`src/hw/mem_stage_pkg.sv`:
```
package mem_stage_pkg;

    typedef logic [31:0] word_t;
    typedef logic [19:0] pfn_t;
    typedef logic [4:0]  exc_code_t;
    typedef logic [3:0]  wstrb_t;

    // cp0 cause codes raised or passed by this stage
    localparam exc_code_t EXC_INT  = 5'd0;
    localparam exc_code_t EXC_MOD  = 5'd1;
    localparam exc_code_t EXC_TLBL = 5'd2;
    localparam exc_code_t EXC_TLBS = 5'd3;
    localparam exc_code_t EXC_ADEL = 5'd4;
    localparam exc_code_t EXC_ADES = 5'd5;
    localparam exc_code_t EXC_OV   = 5'd12;
    localparam exc_code_t EXC_TR   = 5'd13;

    localparam int UNMAPPED_BITS = 29;  // kseg0/kseg1 window
    localparam int PAGE_BITS     = 12;

    typedef enum logic [1:0] {
        SZ_BYTE = 2'd0,
        SZ_HALF = 2'd1,
        SZ_WORD = 2'd2
    } mem_size_e;

    // left/right cover lwl/swl and lwr/swr
    typedef enum logic [1:0] {
        KIND_NORMAL = 2'd0,
        KIND_LEFT   = 2'd1,
        KIND_RIGHT  = 2'd2
    } mem_kind_e;

    typedef enum logic [1:0] {
        TF_NONE  = 2'd0,
        TF_LOAD  = 2'd1,
        TF_STORE = 2'd2,
        TF_MOD   = 2'd3
    } tlb_fault_e;

    typedef struct packed {
        logic      access;  // load or store in this slot
        logic      rd;
        logic      wr;
        logic      rfwr;
        mem_size_e size;
        mem_kind_e kind;
        logic      ll;
        logic      sc;
    } mem_op_t;

    typedef struct packed {
        logic found;
        logic valid;
        logic dirty;
        pfn_t pfn;
    } tlb_entry_t;

    typedef struct packed {
        logic      exc;
        exc_code_t code;
        logic      refill;  // tlb refill vector
        word_t     badvaddr;
    } exc_info_t;

    typedef struct packed {
        logic   en;
        logic   wen;
        word_t  addr;
        wstrb_t wstrb;
        word_t  wdata;
    } mem_req_t;

endpackage
```
`src/hw/mem_stage_top.sv`:
```
`timescale 1ns/1ps

module mem_stage_top import mem_stage_pkg::*; (
    input  logic       clk,
    input  logic       arst_n,
    input  mem_op_t    op,
    input  word_t      vaddr,
    input  word_t      rt_data,
    input  word_t      pc,
    input  exc_info_t  upstream,
    input  tlb_entry_t tlb,
    input  logic       interrupt,
    input  logic       overflow,
    input  logic       trap,
    input  logic       eret_flush,
    output mem_req_t   req,
    output exc_info_t  exc,
    output word_t      sc_result
);

    logic       store_intent;
    logic       req_en;
    word_t      paddr;
    tlb_fault_e tlb_fault;
    logic       refill;
    wstrb_t     wstrb;
    word_t      wdata;

    addr_translate u_addr_translate (
        .op              (op),
        .vaddr           (vaddr),
        .tlb             (tlb),
        .upstream_exc    (upstream.exc),
        .upstream_refill (upstream.refill),
        .store_intent    (store_intent),
        .paddr           (paddr),
        .tlb_fault       (tlb_fault),
        .refill          (refill)
    );

    exc_prioritize u_exc_prioritize (
        .op        (op),
        .vaddr     (vaddr),
        .pc        (pc),
        .upstream  (upstream),
        .tlb_fault (tlb_fault),
        .refill    (refill),
        .interrupt (interrupt),
        .overflow  (overflow),
        .trap      (trap),
        .exc       (exc)
    );

    // final exc loops back to block the request and drop the link
    mem_access_ctrl u_mem_access_ctrl (
        .clk          (clk),
        .arst_n       (arst_n),
        .op           (op),
        .vaddr        (vaddr),
        .upstream_exc (upstream.exc),
        .eret_flush   (eret_flush),
        .final_exc    (exc.exc),
        .store_intent (store_intent),
        .req_en       (req_en),
        .sc_result    (sc_result)
    );

    store_align u_store_align (
        .op           (op),
        .paddr        (paddr),
        .rt_data      (rt_data),
        .store_intent (store_intent),
        .wstrb        (wstrb),
        .wdata        (wdata)
    );

    assign req.en    = req_en;
    assign req.wen   = store_intent;
    assign req.addr  = paddr;
    assign req.wstrb = wstrb;
    assign req.wdata = wdata;

endmodule

```
`src/hw/store_align.sv`:
```
`timescale 1ns/1ps

module store_align import mem_stage_pkg::*; (
    input  mem_op_t op,
    input  word_t   paddr,
    input  word_t   rt_data,
    input  logic    store_intent,
    output wstrb_t  wstrb,
    output word_t   wdata
);

    logic [1:0] off;
    logic [4:0] shamt_left;
    logic [4:0] shamt_right;

    assign off = paddr[1:0];

    // byte shift counts as bit counts
    assign shamt_left  = {2'd3 - off, 3'b000};
    assign shamt_right = {off, 3'b000};

    always_comb begin
        wstrb = 4'b0000;
        if (store_intent) begin
            case (op.kind)
                KIND_LEFT: begin
                    // swl fills lanes 0..off
                    case (off)
                        2'd0:    wstrb = 4'b0001;
                        2'd1:    wstrb = 4'b0011;
                        2'd2:    wstrb = 4'b0111;
                        default: wstrb = 4'b1111;
                    endcase
                end
                KIND_RIGHT: begin
                    // swr fills lanes off..3
                    case (off)
                        2'd0:    wstrb = 4'b1111;
                        2'd1:    wstrb = 4'b1110;
                        2'd2:    wstrb = 4'b1100;
                        default: wstrb = 4'b1000;
                    endcase
                end
                default: begin
                    case (op.size)
                        SZ_BYTE: wstrb = 4'b0001 << off;
                        SZ_HALF: wstrb = paddr[1] ? 4'b1100 : 4'b0011;
                        default: wstrb = 4'b1111;
                    endcase
                end
            endcase
        end
    end

    always_comb begin
        case (op.kind)
            KIND_LEFT:  wdata = rt_data >> shamt_left;    // msb end to lane off
            KIND_RIGHT: wdata = rt_data << shamt_right;
            default:    wdata = rt_data;
        endcase
    end

    always_comb begin
        assert (store_intent || wstrb == 4'b0000)
            else $error("write strobe %b without store intent", wstrb);
    end

endmodule

```
`src/hw/mem_access_ctrl.sv`:
```
`timescale 1ns/1ps

module mem_access_ctrl import mem_stage_pkg::*; (
    input  logic    clk,
    input  logic    arst_n,
    input  mem_op_t op,
    input  word_t   vaddr,
    input  logic    upstream_exc,
    input  logic    eret_flush,
    input  logic    final_exc,
    output logic    store_intent,
    output logic    req_en,
    output word_t   sc_result
);

    logic  link_valid;
    word_t link_addr;
    logic  sc_ok;
    logic  sc_pass;    // not an sc, or an sc that may go
    logic  link_kill;

    assign sc_ok   = op.sc & link_valid & (link_addr == vaddr);
    assign sc_pass = ~op.sc | sc_ok;

    // independent of final_exc, feeds the tlb fault check
    assign store_intent = op.wr & ~upstream_exc & ~eret_flush & sc_pass;

    assign req_en    = op.access & ~final_exc & ~eret_flush & sc_pass;
    assign sc_result = {31'b0, req_en};

    assign link_kill = final_exc | eret_flush;

    always_ff @(posedge clk or negedge arst_n) begin
        if (!arst_n)
            link_valid <= 1'b0;
        else if (link_kill)
            link_valid <= 1'b0;
        else if (op.ll)
            link_valid <= 1'b1;
    end

    always_ff @(posedge clk) begin
        if (op.ll && !link_kill)
            link_addr <= vaddr;    // only meaningful while link_valid
    end

    a_no_req_on_exc: assert property (
        @(posedge clk) disable iff (!arst_n) !(req_en && final_exc)
    ) else $error("memory request issued alongside exception");

endmodule

```
`src/hw/exc_prioritize.sv`:
```
`timescale 1ns/1ps

module exc_prioritize import mem_stage_pkg::*; (
    input  mem_op_t    op,
    input  word_t      vaddr,
    input  word_t      pc,
    input  exc_info_t  upstream,
    input  tlb_fault_e tlb_fault,
    input  logic       refill,
    input  logic       interrupt,
    input  logic       overflow,
    input  logic       trap,
    output exc_info_t  exc
);

    logic      misalign;
    logic      ades;
    logic      adel;
    logic      own_ok;    // this stage may raise its own causes
    exc_code_t tlb_code;

    assign own_ok = ~upstream.exc;

    // left/right variants are never misaligned
    assign misalign = (op.kind == KIND_NORMAL) &
                      (((op.size == SZ_WORD) & (vaddr[1:0] != 2'b00)) |
                       ((op.size == SZ_HALF) & vaddr[0]));

    assign ades = own_ok & op.wr & misalign;
    assign adel = own_ok & op.rd & op.rfwr & misalign;

    always_comb begin
        case (tlb_fault)
            TF_LOAD:  tlb_code = EXC_TLBL;
            TF_STORE: tlb_code = EXC_TLBS;
            TF_MOD:   tlb_code = EXC_MOD;
            default:  tlb_code = EXC_INT;
        endcase
    end

    always_comb begin
        exc.exc      = 1'b1;
        exc.code     = EXC_INT;
        exc.refill   = refill;
        exc.badvaddr = '0;
        if (interrupt) begin
            exc.code = EXC_INT;    // beats upstream too
        end else if (own_ok && overflow) begin
            exc.code = EXC_OV;
        end else if (own_ok && trap) begin
            exc.code = EXC_TR;
        end else if (ades) begin
            exc.code     = EXC_ADES;
            exc.badvaddr = vaddr;
        end else if (adel) begin
            exc.code     = EXC_ADEL;
            exc.badvaddr = vaddr;
        end else if (own_ok && tlb_fault != TF_NONE) begin
            exc.code     = tlb_code;
            exc.badvaddr = vaddr;
        end else begin
            // earlier address faults point at the pc
            exc.exc      = upstream.exc;
            exc.code     = upstream.code;
            exc.badvaddr = pc;
        end
    end

    // a refill must always come with a raised exception
    always_comb begin
        assert (exc.exc || !refill)
            else $error("refill flagged without exception, code %h", exc.code);
    end

endmodule

```
`src/hw/addr_translate.sv`:
```
`timescale 1ns/1ps

module addr_translate import mem_stage_pkg::*; (
    input  mem_op_t    op,
    input  word_t      vaddr,
    input  tlb_entry_t tlb,
    input  logic       upstream_exc,
    input  logic       upstream_refill,
    input  logic       store_intent,
    output word_t      paddr,
    output tlb_fault_e tlb_fault,
    output logic       refill
);

    logic mapped;
    logic tlb_miss;    // no entry or entry invalid
    logic check_tlb;

    // kuseg and kseg2/3 go through the tlb
    assign mapped = op.access & (~vaddr[31] | (vaddr[31] & vaddr[30]));

    assign paddr = mapped ? {tlb.pfn, vaddr[PAGE_BITS-1:0]}
                          : {{(32-UNMAPPED_BITS){1'b0}}, vaddr[UNMAPPED_BITS-1:0]};

    assign tlb_miss  = ~tlb.found | ~tlb.valid;
    assign check_tlb = mapped & ~upstream_exc;

    always_comb begin
        tlb_fault = TF_NONE;
        if (check_tlb) begin
            if (store_intent) begin
                if (tlb_miss)
                    tlb_fault = TF_STORE;
                else if (!tlb.dirty)
                    tlb_fault = TF_MOD;    // clean page, write protected
            end else if (tlb_miss) begin
                tlb_fault = TF_LOAD;
            end
        end
    end

    // own refill only on a true miss; upstream refill rides along
    assign refill = (~upstream_exc & mapped & ~tlb.found & op.access) | upstream_refill;

    always_comb begin
        assert (mapped || tlb_fault == TF_NONE)
            else $error("tlb fault on unmapped address %h", vaddr);
    end

endmodule

```
`config.mk`:
```
export PLATFORM = sky130hd
export DESIGN_NAME = mem_stage_top
export DESIGN_NICKNAME = d
export VERILOG_FILES = /design/src/hw/mem_stage_pkg.sv /design/src/hw/mem_stage_top.sv /design/src/hw/store_align.sv /design/src/hw/mem_access_ctrl.sv /design/src/hw/exc_prioritize.sv /design/src/hw/addr_translate.sv
export SDC_FILE = /design/constraint.sdc
export NUM_CORES = 1
export LEC_CHECK = 0
export ABC_AREA = 0
export BUFFER_PORTS_ARGS = -buffer_cell sky130_fd_sc_hd__buf_2
export CORE_MARGIN = 10
export CORE_UTILIZATION = 29
export DETAILED_ROUTE_END_ITERATION = 7
export GPL_TIMING_DRIVEN = 0
export MAX_ROUTING_LAYER = met4
export PLACE_DENSITY = 0.69
export SLEW_MARGIN = 30
export SYNTH_ARGS = -nofsm -noshare
export SYNTH_HDL_FRONTEND = slang
export SYNTH_SLANG_ARGS = --single-unit
```
`constraint.sdc`:
```
create_clock -name clk -period 9.6 [get_ports clk]
set_input_delay 0 -clock clk [delete_from_list [all_inputs] [get_ports clk]]
set_output_delay 0 -clock clk [all_outputs]
set_load 0.005 [all_outputs]
```
==> metrics.yaml <==
status: "finished, final reports clean"
via_count: 4725
area_growth_pct: 50.32
ys_async_sr_fraction: 0.03030
hp-class: "in2reg"
htreeDepth: 2
ios: 315
syn_area_sq_um: 4058
synth_most_common_cell: "nand2_1"
power.density_nw_per_um2: 94.69
pwr-share-clk: 0.311
synthFlopType: "edfxtp_1"
synth-seq-cells: 33
grt_overflow: 0
hold_slack_ps: 5.069
startpoint_type: "input pin"
tightest_slew_ps: 736.7
holdPathStages: 1
routed_wl_mm: 17.14
clk_pin_slew_ps: 50
ir_drop_mv: 0.05632
whs_endpoint: "u_mem_access_ctrl.link_addr[15]"
relSlewSlack: 0.5088
skew_ps: 7.275
rows: 43
nFillCells: 1395
r2r_slack_ps: 5550
firstDrtPassIters: 7
cts_tree: "yes"
arrival_ps: 3990
dp.cells: 944
track_usage: 0.1689
path_class: "in2reg"
rsz0062_at_grt: "false"
drv_slew: 0
holdCritStartpoint: "vaddr[15]"
cp-end-kind: "flip-flop"
core_sq_um: 13770
worstPathRequired_ps: 9500
finish.instance_area_sq_um: 6100
internal_power_mw: 0.3962
drtIter0Drc: 371
multi_input_area_sq_um: 2606
n_antenna_cell: 0
ctsLongestPathBuffers: 2
final_nets: 979
clock-sinks: 33
regArea_sq_um: 985.9
initial_core_util: 0.2946
portBuffers: 251
fp.dieArea_sq_um: 19120
worstReg2RegEnd: "u_mem_access_ctrl.link_addr[6]"
grt_pass1_vias: 4824
ctsRootBufferMaster: "clkbuf_16"
synth_top_area_share: 0.2368
synth_cell_types: 54
fp.dieW_microns: 138.3
fin_crit_ps: 4093
dieHeight_microns: 138.3
antenna_found_initial: 0
setup_ws_ps: 5507
yosysSeqAreaShare: 0.2430
p_leak_nw: 2.976
final_cells: 980
finalHoldViolCount: 0
path_max_fanout: 32
power.switching_mw: 0.1814
dp_hpwl_mm: 13.75
r2r-start: "u_mem_access_ctrl.link_addr[0]"
insertion_delay_ps: 270
power_frac_seq: 0.282
max_freq_mhz: 244.3
yosys-top-cells-area: "edfxtp_1 (24%), buf_4 (8.9%), xor2_1 (6.9%), nand2_1 (6.6%), mux2_2 (5.8%)"
synth_top_area_cell: "edfxtp_1"
min_period_over_period: 0.4264
setup_viol: 0
gp_congestion: 0.9696
cap_violations: 0
comb_power_share: 0.407
synth_edf_count: 32
numCtsBuffers: 5
drc: 0
syn_area_per_cell_sq_um: 8.401
reg2regPathDepth: 9
layout-drive-gt1-share: 0.4863
grt_pass1_wl_mm: 26.16
ys_warn_count: 0
cts_setup_buffers: 0
p_sw_frac: 0.3141
viasPerCell: 4.821
dpl_cell_area_sq_um: 5653
grt_max_degree: 33
synthTopCellsByCount: "nand2_1 (71), buf_4 (48), edfxtp_1 (32), xor2_1 (32), a21oi_1 (31)"
setup_tns_ps: 0
pre_cts_ws_ps: 5482
routedWlPerCell_microns: 17.49
postRouteAntennaNets: 0
syn_inst: 483
## metal layers
layer / vias to the layer above / share of wire / global-route usage
met1: 2162 / 0.42 / 0.1990
met2: 243 / 0.50 / 0.2844
met5: - / 0 / -
met3: 26 / 0.068 / 0.03596
li1: 2294 / - / -
met4: 0 / 0.021 / 0.04717
## state kept, by name (all words and copies together), names as in the netlist
| register | count |
|---|---|
| u_mem_access_ctrl.link_valid | 1 |
| u_mem_access_ctrl.link_addr | 32 |
## power by group through the flow
stage	registers (mW)	logic, mW	clock network (mW)
after floorplan	0.166	0.120	0
after global placement	0.166	0.222	0
after detailed placement	0.166	0.223	0
after CTS	0.163	0.233	0.186
after global routing	0.163	0.257	0.192
final	0.163	0.235	0.180
## critical path: stages
cell,delay (ps)
dlygate4sd3_1,540
buf_2,150
xor2_1,160
nor4_1,390
nand4_1,210
o31ai_1,560
nand3_2,330
mux2i_1,290
ha_1,360
and4_1,320
and2_2,660
## cell type report
type	instances	area share
multi-input combinational	389	0.4273
timing repair buffer	279	0.2519
sequential	33	0.1616
buffer	80	0.08821
tap	180	0.03692
clock buffer	5	0.02051
clock inverter	3	0.006769
inverter	11	0.006769
## timing repair
item | in CTS | in global routing
hold buffers | 27 | 1
hold endpoints to repair | 27 | 1
gates resized for setup | 0 | 0
## cells by family after synthesis
logic type	after synthesis	share of synthesized area
fa+ha+maj	6	0.01850
buf+inv	91	0.1428
flops	33	0.2430
mux	34	0.1119
xor+xnor	33	0.07123
compound gates	134	0.2362
simple gates	151	0.1755
other cells	1	0.0009242
## stage by stage
| step | total power [mW] | util |
|---|---|---|
| after global placement | 0.3877 | 0.4103 |
| final | 0.5776 | 0.4429 |
| after global routing | 0.6114 | 0.4429 |
| after floorplan | 0.2856 | - |
| after detailed placement | 0.3893 | 0.4104 |
| after CTS | 0.5816 | 0.4421 |
## layout by cell type, fill, tap and decap left out, drive strengths merged, types with 2 or more instances in the layout
master,instances
buf,313
nand2,91
a21oi,50
xor2,32
edfxtp,32
conb,31
dlygate4sd3,28
nor2,26
clkbuf,23
a22o,22
o21ai,22
mux2,21
inv,10
a221oi,10
nor4,7
mux4,7
mux2i,6
ha,6
and2,6
a22oi,5
a32oi,5
nor2b,4
nor3,3
and3,3
nand3,3
o31ai,2
a311oi,2
clkinv,2
a21boi,2
a21o,2
o22ai,2
o21bai,2
o21a,2
a31oi,2
## worst max-delay path by stage
stage / slack [ps] / startpoint / to
detailed placement: 5480 / u_mem_access_ctrl.link_addr[0] / u_mem_access_ctrl.link_addr[10]
floorplan: 6250 / u_mem_access_ctrl.link_addr[30] / u_mem_access_ctrl.link_addr[0]
global route: 5260 / vaddr[7] / u_mem_access_ctrl.link_addr[5]
CTS: 5420 / vaddr[7] / u_mem_access_ctrl.link_addr[10]
global placement: 5070 / u_mem_access_ctrl.link_addr[0] / u_mem_access_ctrl.link_addr[0]
finish: 5510 / vaddr[7] / u_mem_access_ctrl.link_addr[6]
Note: power is estimated with default switching activity, not from simulation.
